--- src/hdl/mk14_params.svh ---
`ifndef MK14_PARAMS_SVH
`define MK14_PARAMS_SVH

// memory map
`define MK14_STD_RAM_BYTES   512      // standard ram from address 0
`define MK14_VDU_BASE_ADDR   16'h0200 // first byte of video ram
`define MK14_VDU_RAM_BYTES   1024

// horizontal timing in pixels
`define VDU_H_ACTIVE         256
`define VDU_H_FRONT          8
`define VDU_H_SYNC           32
`define VDU_H_BACK           24

// vertical timing in lines
`define VDU_V_ACTIVE         128
`define VDU_V_FRONT          2
`define VDU_V_SYNC           3
`define VDU_V_BACK           7

`define VDU_LINE_REPEAT      4        // scanlines per bitmap row
`define VDU_BYTES_PER_ROW    32

`endif

--- src/hdl/mk14_pkg.sv ---
`default_nettype none

package mk14_pkg;

	typedef logic [15:0] addr_t;  // host and vdu bus address
	typedef logic [7:0]  byte_t;
	typedef logic [8:0]  pix_x_t; // covers the whole 320 pixel line
	typedef logic [7:0]  pix_y_t; // covers the whole 140 line frame

	typedef struct packed {
		logic  we;
		logic  re;
		addr_t addr;
		byte_t wdata;
	} host_bus_t;

	typedef struct packed {
		logic  read_en;
		addr_t read_addr;
	} vdu_read_t;

	typedef struct packed {
		logic hsync; // active low
		logic vsync; // active low
		logic de;
	} vga_sync_t;

	typedef struct packed {
		logic [4:0] r;
		logic [5:0] g;
		logic [4:0] b;
	} vga_rgb_t;

endpackage

`default_nettype wire

--- src/hdl/vdu_timing.sv ---
`timescale 1ns/1ns
`default_nettype none

`include "mk14_params.svh"

module vdu_timing
(
	input  wire logic           clk,
	input  wire logic           rst_n,
	output mk14_pkg::vga_sync_t sync,
	output mk14_pkg::pix_x_t    pix_x,
	output mk14_pkg::pix_y_t    pix_y
);

// horizontal order is active, front porch, sync and back porch
localparam int H_SYNC_START = `VDU_H_ACTIVE + `VDU_H_FRONT;
localparam int H_SYNC_END   = H_SYNC_START + `VDU_H_SYNC;
localparam int H_TOTAL      = H_SYNC_END + `VDU_H_BACK;   // 320

// vertical order is the same in lines
localparam int V_SYNC_START = `VDU_V_ACTIVE + `VDU_V_FRONT;
localparam int V_SYNC_END   = V_SYNC_START + `VDU_V_SYNC;
localparam int V_TOTAL      = V_SYNC_END + `VDU_V_BACK;   // 140

mk14_pkg::pix_x_t h_cnt;
mk14_pkg::pix_y_t v_cnt;
logic             line_end;
logic             frame_end;

always_comb begin
	line_end  = (h_cnt == mk14_pkg::pix_x_t'(H_TOTAL - 1));
	frame_end = (v_cnt == mk14_pkg::pix_y_t'(V_TOTAL - 1));
end

// pixel counter
always_ff @(posedge clk) begin
	if (!rst_n) begin
		h_cnt <= '0;
	end else if (line_end) begin
		h_cnt <= '0;
	end else begin
		h_cnt <= h_cnt + 1'b1;
	end
end

// line counter steps at the end of each line
always_ff @(posedge clk) begin
	if (!rst_n) begin
		v_cnt <= '0;
	end else if (line_end) begin
		if (frame_end) begin
			v_cnt <= '0;
		end else begin
			v_cnt <= v_cnt + 1'b1;
		end
	end
end

// sync and active area decode straight from the counters
always_comb begin
	sync.hsync = !((h_cnt >= mk14_pkg::pix_x_t'(H_SYNC_START)) &&
		(h_cnt < mk14_pkg::pix_x_t'(H_SYNC_END)));
	sync.vsync = !((v_cnt >= mk14_pkg::pix_y_t'(V_SYNC_START)) &&
		(v_cnt < mk14_pkg::pix_y_t'(V_SYNC_END)));
	sync.de    = (h_cnt < mk14_pkg::pix_x_t'(`VDU_H_ACTIVE)) &&
		(v_cnt < mk14_pkg::pix_y_t'(`VDU_V_ACTIVE));
end

assign pix_x = h_cnt; // position is only meaningful while de is high
assign pix_y = v_cnt;

// active area stays clear of both sync pulses
a_de_outside_sync: assert property (
	@(posedge clk) disable iff (!rst_n)
	sync.de |-> (sync.hsync && sync.vsync)
) else $error("de high during sync");

endmodule

`default_nettype wire

--- config.mk ---
export PLATFORM = sky130hd
export DESIGN_NAME = vdu_timing
export DESIGN_NICKNAME = d
export VERILOG_FILES = /design/src/hdl/mk14_pkg.sv /design/src/hdl/vdu_timing.sv
export VERILOG_INCLUDE_DIRS = /design/src /design/src/hdl
export SDC_FILE = /design/constraint.sdc
export NUM_CORES = 1
export LEC_CHECK = 0
export ABC_AREA = 1
export BUFFER_PORTS_ARGS = -buffer_cell sky130_fd_sc_hd__buf_2
export CAP_MARGIN = 20
export CORE_UTILIZATION = 44
export DETAILED_ROUTE_END_ITERATION = 10
export GPL_ROUTABILITY_DRIVEN = 0
export PLACE_DENSITY = 0.71
export SLEW_MARGIN = 20
export SYNTH_ARGS = -nofsm -noshare
export SYNTH_HDL_FRONTEND = slang
export SYNTH_SLANG_ARGS = --single-unit
--- constraint.sdc ---
create_clock -name clk -period 1.5 [get_ports clk]
set_input_delay 0.075 -clock clk [delete_from_list [all_inputs] [get_ports clk]]
set_output_delay 0.075 -clock clk [all_outputs]
set_load 0.03 [all_outputs]
==> impl_metrics.tcl, run 1 <==
set metrics [dict create \
    overflow 0 \
    syn2layout_area_growth_pct 23.4 \
    fillerInstances 209 \
    drt-pass1-iter-count 4 \
    worstPathArrival_ns 1.33 \
    fp.dieArea_mm2 0.00232 \
    vias 914 \
    crit_required_ns 1.42 \
    ys_seq_area_share_pct 36.2 \
    leakage_nw 0.556 \
    power.switching_mw 0.186 \
    drt_iter0_drc 10 \
    cts_root_buf "clkbuf_4" \
    synth.area.mux_share_pct 0 \
    crit_path_end_kind "output port" \
    cpMostUsedCell "nand2_1" \
    postPlaceCellArea_mm2 0.00109 \
    worst_setup_path_start_kind "flip-flop" \
    p_clk_share_pct 32.5 \
    post-route-min-period_ns 1.41 \
    port_buffers 21 \
    wirelength_um 1920 \
    vdd_drop_max_mv 0.449 \
    r2r_setup_slack_ns 0.15 \
    slew_headroom_pct 82.1 \
    final.setup.tns_ns 0 \
    rows 16 \
    cpMaxStageDelayCell "dfxtp_2" \
    worstPathCellList "inv_1, nand2_1, nor2_4, buf_4, nand2_1, buf_2" \
    grt_antenna_before_repair 0 \
    drc 0 \
    critical_path_class "reg -> out" \
    pre_cts_ws_ns 0.108 \
    tightest_slew_ns 0.268 \
    synth_top_family_by_area "simple AND/OR/NAND/NOR gates" \
    grt_first_pass_wirelength_um 2950 \
    seqPwrFrac_pct 61.1 \
    syn_area_per_cell_um2 7.07 \
    skew_ns 0.00320 \
    cts_sinks 17 \
    r2r_cells 8 \
    finalCritPeriodShare_pct 94.0 \
    wl_per_cell_um 10.2 \
    synth-xor-area-share_pct 5.59 \
    yosys.area_share.adder_pct 6.66 \
    setup_violations 0 \
    status "completed" \
    hold_path_depth 3 \
    setup_ws_ns 0.0905 \
    synth_simple_gate_area_share_pct 37.2 \
    slew_viol_final 0 \
    die_h_um 48.2 \
    ios 22 \
    grt.total_usage_pct 18.4 \
    path_clk_slew_ns 0.10 \
    ys_ff_latch 17 \
    fp.dieW_um 48.2 \
    initial_core_util_pct 47.4 \
    synth.cell_area_um2 940 \
    ant_nets 0 \
    swShare_pct 24.4 \
    max_stage_delay_ns 0.40 \
    combPwrFrac_pct 6.4 \
    first_global_vias 745 \
    rsz0062_at_grt "yes" \
    power.density_mw_per_mm2 658 \
    syn_nets 140 \
    core_mm2 0.00198 \
    cts_htree_levels 1 \
    hpwlAfterDp_um 1460 \
    min_path_type "in -> reg" \
    clock_path_buffers 2 \
    final_nets 170 \
    report.power.total_mw 0.763 \
    clkLatencyLatePin_ns 0.29 \
    grt_max_degree 10 \
    ys_types 19 \
    path_max_fanout 7 \
    yosysWarnings 0 \
    fin_area_mm2 0.00116 \
    diodes 0 \
    finalHoldViolCount 0 \
    cap_violations 0 \
    cts_inserted_buffers 3 \
    vias_per_cell 4.84 \
    clock.fmax_mhz 709 \
    internal_power_mw 0.577 \
    synth_compound_area_share_pct 6.39 \
    layout-drive-gt1-share_pct 27.8 \
    cts_tree "yes" \
    synth_cells 133 \
]
[synth_stat cells (all sizes together)]
master   instances  area share (%)
o2111ai          1            0.93
nor3             2             1.1
nand3           12             6.9
o21ai            2             1.1
dfxtp           17              36
nand4            1            0.67
a21oi            6             3.2
xor2             6             5.6
or2              1            0.67
nand2           34              16
o21bai           1             1.2
ha               5             6.7
nor2            25              12
inv             20             8.0
[per-layer routing]
layer  track usage, %  vias up  share of wire (%)
met1             21.7      419                 45
met2             30.9       23                 49
li1                 -      467                  -
met5                0        -                  0
met4             10.6        0                1.9
met3             3.33        5                3.5
[logic make-up after synthesis]
| logic type | count (synthesis) |
|---|---|
| XOR/XNOR | 6 |
| adder cells (fa/ha/maj) | 5 |
| flip-flops | 17 |
| AND/OR/NAND/NOR | 75 |
| buffers and inverters | 20 |
| AO/OA/AOI/OAI | 10 |
[state kept, by name (all words and copies together), names as in the netlist]
signal  flops
pix_x       9
pix_y       8
[path summary, 6_finish.rpt]
path,endpoint,from
setup reg to reg,pix_y[7],pix_x[0]
hold reg to reg,pix_x[0],pix_x[0]
setup / recovery,sync[2],pix_x[6]
hold / removal,pix_y[1],rst_n
[power groups by stage]
| stage | clock network, mW | registers (mW) | logic, mW |
|---|---|---|---|
| CTS | 0.258 | 0.466 | 0.0499 |
| global route | 0.276 | 0.467 | 0.0556 |
| finish | 0.248 | 0.466 | 0.0490 |
| detailed placement | 0 | 0.476 | 0.0496 |
| floorplan | 0 | 0.489 | 0.0219 |
| global placement | 0 | 0.476 | 0.0486 |
[placed cells by master (no fill, tap or decap)]
| cell type | n |
|---|---|
| nand3_1 | 11 |
| nand2_4 | 3 |
| dfxtp_1 | 11 |
| a21oi_1 | 6 |
| inv_1 | 19 |
| nor3_1 | 2 |
| clkbuf_1 | 1 |
| buf_2 | 20 |
| nand3_2 | 1 |
| buf_4 | 4 |
| dfxtp_2 | 6 |
| xor2_1 | 6 |
| nor2_1 | 22 |
| o21bai_2 | 1 |
| or2_2 | 1 |
| buf_6 | 1 |
| ha_1 | 5 |
| nand4_1 | 1 |
| clkbuf_4 | 3 |
| inv_2 | 1 |
| nor2_4 | 3 |
| o21ai_0 | 2 |
| o2111ai_2 | 1 |
| nand2_1 | 31 |
[final cells by class]
type,instances,area (um2),share of cell area (%)
inverter,20,75.1,6.47
tap,27,33.8,2.91
timing repair buffer,25,141,12.2
sequential,17,348,30.0
multi-input combinational,96,536,46.2
clock buffer,4,26.3,2.27
[worst max-delay path, delay by kind of cell (launching register included)]
kind | cells | cell delay [ns]
flip-flops | 1 | 0.40
buffers and inverters | 3 | 0.42
AND/OR/NAND/NOR | 3 | 0.23
[repair_timing]
| item | in CTS | in global routing |
|---|---|---|
| setup endpoints to repair | 1 | 7 |
| setup buffers | 0 | 3 |
| pin swaps | 0 | 1 |
| resized for setup | 1 | 6 |
| hold buffers | 0 | 0 |
[stage by stage]
stage / hold WS, ns / utilization [%] / instances
floorplan: 0.213 / - / 133
global placement: 0.382 / 55.2 / 182
detailed placement: 0.385 / 55.2 / 182
CTS: 0.0632 / 56.7 / 186
global route: 0.0771 / 58.5 / 189
finish: 0.0635 / 58.5 / 189
Note: power is estimated with default switching activity, not from simulation.
==> run 2, diff against run 1 <==
PLACE_DENSITY = 0.77   (was 0.71)
==> run 2 against run 1 <==
- clock skew rose by 0.0029 ns
- routed wire length decreased by 4.4%
- die area stayed put
- hold slack better by 0.029 ns
- register-to-register slack about the same
- via count down 1.8%
- largest power group unchanged
- sequential share of layout area fell by 0.11 points
- largest cell class unchanged
==> impl_metrics.tcl, run 2 (synthesis results as in run 1) <==
set metrics [dict create \
    rr_startpoint "pix_x[0]" \
    overflow 0 \
    min_path_type "in -> reg" \
    fp.dieW_um 48.2 \
    skew_ns 0.00611 \
    internal_power_mw 0.578 \
    cts_sinks 17 \
    cts_root_buf "clkbuf_4" \
    leakage_nw 0.552 \
    path_buf_inv 2 \
    drc 0 \
    vias_per_cell 4.78 \
    largest_register_ffs 9 \
    fp.dieArea_mm2 0.00232 \
    drt-pass1-iter-count 4 \
    cts_tree "yes" \
    swShare_pct 24.3 \
    syn2layout_area_growth_pct 23.4 \
    wl_met3_um 88 \
    drt_iter0_drc 13 \
    power.switching_mw 0.185 \
    ant_nets 0 \
    final_nets 169 \
    slew_viol_final 0 \
    cpMostUsedCell "nand2_1" \
    first_global_vias 668 \
    cap_violations 0 \
    crit_path_end_kind "output port" \
    diodes 0 \
    worstPathCellList "nand2_1, nor2_4, buf_4, nand2_1, buf_2" \
    p_clk_share_pct 32.2 \
    setup_violations 0 \
    tightest_slew_ns 0.261 \
    grt_antenna_before_repair 0 \
    path_clk_slew_ns 0.10 \
    finalCritPeriodShare_pct 92.4 \
    final_util_pct 58.5 \
    cpMaxStageDelayCell "dfxtp_1" \
    cts_inserted_buffers 3 \
    power.density_mw_per_mm2 657 \
    rsz0062_at_grt "no" \
    worst_setup_path_start_kind "flip-flop" \
    status "completed" \
    post-route-min-period_ns 1.39 \
    initial_core_util_pct 47.4 \
    ios 22 \
    seqPwrFrac_pct 61.1 \
    port_buffers 21 \
    crit_family "flip-flops" \
    critical_path_class "reg -> out" \
    rows 16 \
    die_h_um 48.2 \
    startpoint "pix_x[8]" \
    layout_common_cells "31 x nand2_1, 22 x nor2_1, 20 x buf_2" \
    wirelength_um 1840 \
    core_mm2 0.00198 \
    crit_required_ns 1.42 \
    drt-met1-wl_um 867 \
    hold_start "rst_n" \
    clkLatencyLatePin_ns 0.28 \
    layout-drive-gt1-share_pct 27.3 \
    dr_wl_met2_um 857 \
    grt.total_usage_pct 17.9 \
    path_max_fanout 6 \
    clock_path_buffers 2 \
    finalHoldViolCount 0 \
    combPwrFrac_pct 6.7 \
    worstPathArrival_ns 1.31 \
    final_common_cell "nand2_1" \
    wl_per_cell_um 9.76 \
    cts_htree_levels 1 \
    vias 898 \
    slew_headroom_pct 82.6 \
    grt_max_degree 10 \
    hold_slack_ns 0.0926 \
    vdd_drop_max_mv 0.565 \
    clock.fmax_mhz 721 \
    final.setup.tns_ns 0 \
    highest_layer "met4" \
    max_stage_delay_ns 0.43 \
    fillerInstances 190 \
    hpwlAfterDp_um 1420 \
    holdBufCountCts 0 \
    grt_first_pass_wirelength_um 2860 \
]
-- run 2: path summary, 6_finish.rpt --
path,to,slack [ns],depth (start not counted)
setup / recovery,sync[2],0.11,5
hold / removal,pix_y[1],0.09,3
setup reg to reg,pix_y[7],0.15,8
hold reg to reg,pix_x[0],0.45,1
-- run 2: layout make-up --
cell class	count	area, um2	area share (%)
Multi-Input combinational cell	96	544	46.9
Inverter	20	75.1	6.47
Sequential cell	17	347	29.9
Timing Repair Buffer	24	134	11.5
Tap cell	27	33.8	2.91
Clock buffer	4	26.3	2.27
-- run 2: power groups by stage --
stage	registers [mW]	clock network, mW	logic, mW
detailed placement	0.476	0	0.0492
finish	0.466	0.246	0.0509
global placement	0.476	0	0.0483
floorplan	0.489	0	0.0219
global route	0.468	0.273	0.0566
CTS	0.466	0.252	0.0495
-- run 2: what timing repair did --
item / in CTS / in global routing
gates resized for setup: 1 / 7
buffers inserted: 0 / 2
endpoints found under the setup margin: 1 / 7
pin swaps: 0 / 1
-- run 2: per-layer routing --
| metal | GRT usage, % | vias to the layer above |
|---|---|---|
| li1 | - | 468 |
| met1 | 23.2 | 406 |
| met2 | 28.5 | 22 |
| met3 | 4.44 | 2 |
| met4 | 6.67 | 0 |
| met5 | 0 | - |
-- run 2: per-stage QoR --
step | cells | setup slack [ns] | total power [mW] | cell area [um2]
after floorplan | 133 | 0.0911 | 0.511 | 948
after global placement | 182 | 0.174 | 0.524 | 1090
after detailed placement | 182 | 0.109 | 0.525 | 1090
after CTS | 186 | 0.0208 | 0.768 | 1120
after global routing | 188 | 0.0231 | 0.798 | 1160
final | 188 | 0.114 | 0.763 | 1160
-- run 2: tightest hold or removal path, stage by stage --
cell and delay [ns]:
buf_2 0.15, o21ai_0 0.08, a21oi_1 0.04
