## src/hdl/mk14_params.svh

```systemverilog
`ifndef MK14_PARAMS_SVH
`define MK14_PARAMS_SVH

// memory map
`define MK14_STD_RAM_BYTES   512      // standard ram from address 0
`define MK14_VDU_BASE_ADDR   16'h0200 // first byte of video ram
`define MK14_VDU_RAM_BYTES   1024

// horizontal timing in pixels
`define VDU_H_ACTIVE         256
`define VDU_H_FRONT          8
`define VDU_H_SYNC           32
`define VDU_H_BACK           24

// vertical timing in lines
`define VDU_V_ACTIVE         128
`define VDU_V_FRONT          2
`define VDU_V_SYNC           3
`define VDU_V_BACK           7

`define VDU_LINE_REPEAT      4        // scanlines per bitmap row
`define VDU_BYTES_PER_ROW    32

`endif

```

## src/hdl/mk14_pkg.sv

```systemverilog
`default_nettype none

package mk14_pkg;

	typedef logic [15:0] addr_t;  // host and vdu bus address
	typedef logic [7:0]  byte_t;
	typedef logic [8:0]  pix_x_t; // covers the whole 320 pixel line
	typedef logic [7:0]  pix_y_t; // covers the whole 140 line frame

	typedef struct packed {
		logic  we;
		logic  re;
		addr_t addr;
		byte_t wdata;
	} host_bus_t;

	typedef struct packed {
		logic  read_en;
		addr_t read_addr;
	} vdu_read_t;

	typedef struct packed {
		logic hsync; // active low
		logic vsync; // active low
		logic de;
	} vga_sync_t;

	typedef struct packed {
		logic [4:0] r;
		logic [5:0] g;
		logic [4:0] b;
	} vga_rgb_t;

endpackage

`default_nettype wire

```

## src/hdl/vdu_bitmap.sv

```systemverilog
`timescale 1ns/1ns
`default_nettype none

`include "mk14_params.svh"

module vdu_bitmap
(
	input  wire logic                clk,
	input  wire logic                rst_n,
	input  wire mk14_pkg::vga_sync_t sync_in,
	input  wire mk14_pkg::pix_x_t    pix_x,
	input  wire mk14_pkg::pix_y_t    pix_y,
	output mk14_pkg::vdu_read_t      vdu_read,
	input  wire mk14_pkg::byte_t     vdu_data,
	output mk14_pkg::vga_sync_t      vga_sync,
	output mk14_pkg::vga_rgb_t       vga_rgb
);

localparam mk14_pkg::vga_sync_t SYNC_IDLE = '{hsync: 1'b1, vsync: 1'b1, de: 1'b0};
localparam mk14_pkg::vga_rgb_t  RGB_WHITE = '{r: '1, g: '1, b: '1};
localparam mk14_pkg::vga_rgb_t  RGB_BLACK = '0;

mk14_pkg::addr_t     row_base;  // first byte of the bitmap row
mk14_pkg::addr_t     col_off;   // byte within the row
mk14_pkg::vga_sync_t sync_d1;
logic [2:0]          bit_d1;    // pixel within the byte with 0 leftmost
logic                pix_on;

// stage 0 gives the byte address for this pixel
always_comb begin
	row_base = mk14_pkg::addr_t'(pix_y / `VDU_LINE_REPEAT) *
		mk14_pkg::addr_t'(`VDU_BYTES_PER_ROW);
	col_off  = mk14_pkg::addr_t'(pix_x / 8);
	vdu_read.read_en   = sync_in.de;
	vdu_read.read_addr = mk14_pkg::addr_t'(`MK14_VDU_BASE_ADDR) + row_base + col_off;
end

// stage 1 holds sync alongside the ram read
always_ff @(posedge clk) begin
	if (!rst_n) begin
		sync_d1 <= SYNC_IDLE;
	end else begin
		sync_d1 <= sync_in;
	end
end

always_ff @(posedge clk) begin
	bit_d1 <= pix_x[2:0];
end

// msb of the byte is the leftmost pixel
assign pix_on = vdu_data[3'd7 - bit_d1];

// stage 2 registers the pixel and the delayed sync
always_ff @(posedge clk) begin
	if (!rst_n) begin
		vga_sync <= SYNC_IDLE;
		vga_rgb  <= RGB_BLACK;
	end else begin
		vga_sync <= sync_d1;
		if (sync_d1.de && pix_on) begin
			vga_rgb <= RGB_WHITE;
		end else begin
			vga_rgb <= RGB_BLACK; // blanking is black too
		end
	end
end

// blanking never carries colour
a_rgb_blank: assert property (
	@(posedge clk) disable iff (!rst_n)
	!vga_sync.de |-> (vga_rgb == RGB_BLACK)
) else $error("rgb not zero outside active area");

endmodule

`default_nettype wire

```

## config.mk

```make
export PLATFORM = sky130hd
export DESIGN_NAME = vdu_bitmap
export DESIGN_NICKNAME = d
export VERILOG_FILES = /design/src/hdl/mk14_pkg.sv /design/src/hdl/vdu_bitmap.sv
export VERILOG_INCLUDE_DIRS = /design/src /design/src/hdl
export SDC_FILE = /design/constraint.sdc
export NUM_CORES = 1
export LEC_CHECK = 0
export ABC_AREA = 1
export BUFFER_PORTS_ARGS = -buffer_cell sky130_fd_sc_hd__buf_2
export CELL_PAD_IN_SITES_DETAIL_PLACEMENT = 0
export CELL_PAD_IN_SITES_GLOBAL_PLACEMENT = 1
export CORE_ASPECT_RATIO = 0.5
export CORE_MARGIN = 1
export CORE_UTILIZATION = 23
export DETAILED_ROUTE_END_ITERATION = 10
export GPL_ROUTABILITY_DRIVEN = 1
export PLACE_DENSITY = 0.84
export SYNTH_ARGS = -nofsm -noshare
export SYNTH_HDL_FRONTEND = slang
export SYNTH_SLANG_ARGS = --single-unit
```

## constraint.sdc

```tcl
create_clock -name clk -period 1.81 [get_ports clk]
set_clock_uncertainty 0.1 [all_clocks]
set_input_delay 0.0905 -clock clk [delete_from_list [all_inputs] [get_ports clk]]
set_output_delay 0.0905 -clock clk [all_outputs]
set_load 0.01 [all_outputs]
```

==> results.json, run 1 <==
{
  "status": "complete, no violations",
  "grt_pass1_vias": 521,
  "yosysSeqAreaShare": 0.314,
  "grt_overflow": 0,
  "fin_crit_ns": 1.37,
  "stdcell_count": 164,
  "pre_cts_slack_ns": 0.604,
  "postRouteAntennaNets": 0,
  "yosys_most_used_dff": "dfxtp_1",
  "cpMaxStageDelayCell": "dlygate4sd3_1",
  "drcViolationCount": 0,
  "wl_per_cell_um": 6.61,
  "fin_nets": 160,
  "first_pass_iters": 2,
  "port_buffers": 49,
  "io_pins": 66,
  "synth_compound_area_frac": 0.0255,
  "drt_iter0_drc": 1,
  "rrSetupSlack_ns": 0.86,
  "path_delay_family": "buffers and inverters",
  "cp.arrival_ns": 1.38,
  "critPathKind": "input pin to register",
  "synth_xor_area_frac": 0.0549,
  "rsz0062_at_grt": "no",
  "yosysMostFrequentCell": "buf_4",
  "post-place-cells": 151,
  "coreArea_um2": 2620,
  "postLayoutCellArea_um2": 898,
  "synth-seq-cells": 10,
  "grt_antenna_before_repair": 0,
  "start_util": 0.244,
  "cts_resized": 0,
  "fp-row-count": 13,
  "cts_made_buffers": 3,
  "p_per_area_nw_per_um2": 696,
  "worst-path-buf-inv": 3,
  "dieArea_um2": 3000,
  "dp_hpwl_um": 855,
  "final_layout_size_suffix_gt1_frac": 0.433,
  "ir_drop_mv": 0.484,
  "async_reset_ff_frac": 0,
  "finalCritPeriodShare": 0.757,
  "worstPathRequired_ns": 1.82,
  "synth_top_area_frac": 0.314,
  "hold_ws_ns": 0.0810,
  "p_leak_nw": 0.567,
  "synth_top_cell_by_area": "dfxtp_1",
  "grt_use_total": 0.0814,
  "worstPathCellList": "dlygate4sd3_1 -> buf_2 -> nand2_1 -> dlygate4sd3_1",
  "root_buffer": "clkbuf_8",
  "cts_tree": "built",
  "synth-edff-count": 0,
  "setup_viol": 0,
  "clk_pin_slew_ns": 0.04,
  "final-hold-violation-count": 0,
  "routed_wl_um": 1080,
  "routabilityCongestion": 0.660,
  "end_kind": "register",
  "fmax_mhz": 730,
  "yosysWarnings": 0,
  "fin_tns_setup_ns": 0,
  "min_path_type": "input pin to primary output",
  "die_x_um": 76.5,
  "synthAdderAreaFrac": 0.0392,
  "fin_ws_ns": 0.440,
  "drv_slew": 0,
  "synthMuxAreaShare": 0,
  "diodes": 0,
  "clk_path_buf_depth": 2,
  "place_area_um2": 753,
  "drv_cap": 0,
  "num_vias": 562,
  "cp_max_fo": 6,
  "max_stage_delay_ns": 0.54,
  "synth_cells": 87,
  "grt_pass1_wl_um": 1820,
  "h-tree-depth": 1,
  "avgSynthCellArea_um2": 7.33,
  "synth_top_family_by_area": "buffers and inverters",
  "synthTopCellsByCount": "buf_4, inv_1, nand2_1",
  "synthToLayoutAreaGrowth_pct": 40.8,
  "dieHeight_um": 39.2,
  "crit_top_cell": "dlygate4sd3_1",
  "synthTopCellsByArea": "dfxtp_1, buf_4, inv_1, nand2_1, nand3_1",
  "vias_per_cell": 3.43,
  "clock_latency_ns": 0.23,
  "syn_area_um2": 638,
  "synth_simple_gate_area_frac": 0.161,
  "ys_types": 12,
  "grt_max_degree": 17,
  "start_kind": "input pin",
  "clock-sinks": 10
}
[cell families after synthesis]
| logic type | Yosys count |
|---|---|
| other | 1 |
| adders and majority gates | 2 |
| and+or+nand+nor | 25 |
| DFF | 10 |
| xor gates and xnor gates | 4 |
| buffers and inverters | 43 |
| AOI/OAI and AO/OA | 2 |
[path summary, 6_finish.rpt]
path / endpoint / cells past startpoint / start
min: vdu_read[1] / 0 / pix_x[4]
max reg2reg: vga_rgb[3] / 6 / bit_d1[0]
min reg2reg: vga_sync[2] / 2 / sync_d1[2]
max: sync_d1[2] / 4 / rst_n
[routing by layer]
layer	share of wire	track usage
met1	0.37	0.0672
met2	0.52	0.173
met3	0.094	0.0400
met4	0.012	0.0385
met5	0	0
[metrics by stage]
step / utilization / total power, mW
finish: 0.343 / 0.626
detailed placement: 0.288 / 0.353
global route: 0.343 / 0.669
global placement: 0.288 / 0.352
CTS: 0.343 / 0.636
floorplan: - / 0.331
[state kept, by name (all words and copies together), names as in the netlist]
register,flops
vga_rgb,1
bit_d1,3
sync_d1,3
vga_sync,3
[area by class of cell]
class,count,area (um^2)
Timing Repair Buffer,58,335
Clock buffer,4,55.1
Inverter,18,67.6
Multi-Input combinational cell,37,194
Tap cell,37,46.3
Sequential cell,10,200
Fill cell,292,1720
[power breakdown]
part	switching (mW)	internal [mW]	leakage, nW
Clock	0.0736	0.190	0.0288
Sequential	0.00671	0.232	0.0832
Combinational	0.0592	0.0643	0.455
[cells in the final DEF, fill, tap and decap left out, types with 2 or more instances in the layout]
cell,n
ha_1,2
clkbuf_8,4
dfxtp_1,10
buf_2,49
nor2_1,2
dlygate4sd3_1,9
nand2_1,16
xor2_1,4
inv_1,17
nand3_1,7
conb_1,4
[what timing repair did]
action / 4_1_cts / 5_1_grt
hold endpoints to repair: 8 / 0
endpoints found under the setup margin: 0 / 0
hold buffers: 9 / 0
buffers inserted: 0 / 0
Power figures use the tool's default switching activity.
==> run 2, diff against run 1 <==
--- a/config.mk
+++ b/config.mk
@@ -6,16 +6,16 @@
 export SDC_FILE = /design/constraint.sdc
 export NUM_CORES = 1
 export LEC_CHECK = 0
-export ABC_AREA = 1
+export ABC_AREA = 0
 export BUFFER_PORTS_ARGS = -buffer_cell sky130_fd_sc_hd__buf_2
 export CELL_PAD_IN_SITES_DETAIL_PLACEMENT = 0
 export CELL_PAD_IN_SITES_GLOBAL_PLACEMENT = 1
 export CORE_ASPECT_RATIO = 0.5
 export CORE_MARGIN = 1
-export CORE_UTILIZATION = 23
+export CORE_UTILIZATION = 19
 export DETAILED_ROUTE_END_ITERATION = 10
 export GPL_ROUTABILITY_DRIVEN = 1
-export PLACE_DENSITY = 0.84
+export PLACE_DENSITY = 0.74
 export SYNTH_ARGS = -nofsm -noshare
 export SYNTH_HDL_FRONTEND = slang
 export SYNTH_SLANG_ARGS = --single-unit
==> constraint.sdc (replaced) <==
create_clock -name clk -period 1.25 [get_ports clk]
set_clock_uncertainty 0.1 [all_clocks]
set_input_delay 0.0625 -clock clk [delete_from_list [all_inputs] [get_ports clk]]
set_output_delay 0.0625 -clock clk [all_outputs]
set_load 0.01 [all_outputs]
==> results.json, run 2 <==
{
  "postRouteAntennaNets": 0,
  "postCtsSetupRepairBufs": 0,
  "report.power.total_mw": 0.899,
  "regToRegEndpoint": "vga_rgb[3]",
  "ys_types": 16,
  "finalCritPeriodShare": 0.990,
  "vias_per_cell": 3.18,
  "fin_crit_ns": 1.24,
  "synth-seq-cells": 10,
  "cp.arrival_ns": 1.26,
  "root_buffer": "clkbuf_8",
  "post-place-cells": 122,
  "worstPathRequired_ns": 1.27,
  "status": "complete, no violations",
  "grt_pass1_wl_um": 1260,
  "synthTopCellsByCount": "buf_4, dfxtp_1, nand2b_1",
  "drcViolationCount": 0,
  "io_pins": 66,
  "first_pass_iters": 2,
  "yosysSeqAreaShare": 0.341,
  "start_kind": "register",
  "clk_pin_slew_ns": 0.05,
  "stdcell_count": 133,
  "ir_drop_mv": 0.628,
  "h-tree-depth": 1,
  "async_reset_ff_frac": 0,
  "grt_max_degree": 17,
  "end_kind": "register",
  "diodes": 0,
  "synth_top_cell_by_area": "dfxtp_1",
  "synthTopCellsByArea": "dfxtp_1, buf_4, mux4_1, xnor2_1, ha_1",
  "synthToLayoutAreaGrowth_pct": 40.1,
  "rr_worst_depth": 3,
  "yosys_most_used_dff": "dfxtp_1",
  "dieArea_um2": 3330,
  "synth_top_area_frac": 0.341,
  "wl_per_cell_um": 7.58,
  "synth-edff-count": 0,
  "yosysWarnings": 0,
  "routed_wl_um": 1010,
  "min_path_type": "input pin to primary output",
  "syn_area_um2": 587,
  "critPathKind": "register to register",
  "coreArea_um2": 2770,
  "setup_viol": 0,
  "rrSetupSlack_ns": 0.01,
  "final_layout_size_suffix_gt1_frac": 0.594,
  "rsz0062_at_grt": "yes",
  "cp_max_fo": 2,
  "fp-row-count": 13,
  "startpoint": "bit_d1[0]",
  "grt_overflow": 0,
  "clk_path_buf_depth": 2,
  "grt_use_total": 0.0537,
  "drv_cap": 0,
  "dp_hpwl_um": 805,
  "cts_made_buffers": 3,
  "p_leak_nw": 0.451,
  "grt_pass1_vias": 308,
  "port_buffers": 49,
  "grt_antenna_before_repair": 0,
  "fill_cells": 291,
  "reg2reg_from": "bit_d1[0]",
  "routabilityCongestion": 0.629,
  "dieHeight_um": 41.3,
  "final_common_cell": "buf_2",
  "clock-sinks": 10,
  "fin_nets": 129,
  "start_util": 0.212,
  "fmax_mhz": 808,
  "final-hold-violation-count": 0,
  "yosysMostFrequentCell": "buf_4",
  "avgSynthCellArea_um2": 10.1,
  "cts_tree": "built",
  "clock_latency_ns": 0.23,
  "drt_iter0_drc": 2,
  "die_x_um": 80.6,
  "synth_cells": 58,
  "num_vias": 423,
  "final_cell_mix": "buf_2, dfxtp_1, dlygate4sd3_1",
  "drv_slew": 0,
  "crit_path_end": "vga_rgb[3]",
  "p_per_area_nw_per_um2": 1090,
  "top_regs": "bit_d1 x3, sync_d1 x3, vga_sync x3"
}
## run 2: repair_timing
item                                    in CTS  in global routing
hold buffers                                 7                  0
endpoints found under the setup margin       1                 17
endpoints found under the hold margin        8                  0
gates resized for setup                      3                  1
## run 2: kinds of logic after synthesis
group / share of synthesized area
muxes: 0.107
DFF: 0.341
buffers and inverters: 0.333
other: 0.00639
adders and majority gates: 0.0426
and+or+nand+nor: 0.0831
AOI/OAI and AO/OA: 0.0277
xor gates and xnor gates: 0.0597
## run 2: worst min path at each step
stage,start,cells past startpoint,end,slack [ns]
CTS,pix_x[4],0,vdu_read[1],0.03
finish,pix_x[6],0,vdu_read[3],0.03
global route,pix_x[5],0,vdu_read[2],0.03
detailed placement,pix_x[4],0,vdu_read[1],0.03
floorplan,pix_x[0],0,bit_d1[0],-0.01
global placement,pix_x[4],0,vdu_read[1],0.03
## run 2: layout make-up
type,count,area (um^2),share of cell area
well taps,37,46.3,0.0563
clock buffers,4,55.1,0.0670
flip-flops and latches,10,203,0.247
multi-input cells,24,195,0.237
repair buffers,56,315,0.384
inverters,2,7.51,0.00913
## run 2: report_power, final
part           internal, mW  leakage [nW]  switching [mW]
clock                 0.276        0.0288           0.111
combinational        0.0944         0.339          0.0734
sequential            0.336        0.0837         0.00860
## run 2: stage by stage
stage / utilization / worst slack, ns / setup TNS, ns / hold slack, ns / instance area [um^2]
after floorplan: - / 0.00247 / 0 / -0.00978 / 598
after global placement: 0.254 / -0.0125 / -0.0125 / 0.0251 / 702
after detailed placement: 0.254 / -0.0495 / -0.0495 / 0.0251 / 702
after CTS: 0.297 / 0.00823 / 0 / 0.0251 / 821
after global routing: 0.297 / -0.0248 / -0.0248 / 0.0250 / 822
final: 0.297 / 0.0128 / 0 / 0.0250 / 822
## run 2: worst max-delay path: stages, from the launching register on
cell     delay [ns]
dfxtp_2        0.35
mux4_2         0.50
mux2i_1        0.14
nor2_1         0.05
## run 2: layer usage
layer | part of all wire | up-vias | global-route usage | wire (um)
li1 | - | 233 | - | -
met1 | 0.40 | 158 | 0.0501 | 403
met2 | 0.47 | 32 | 0.0996 | 475
met3 | 0.13 | 0 | 0.0326 | 130
met4 | 0 | 0 | 0.0268 | 0
met5 | 0 | - | 0 | 0
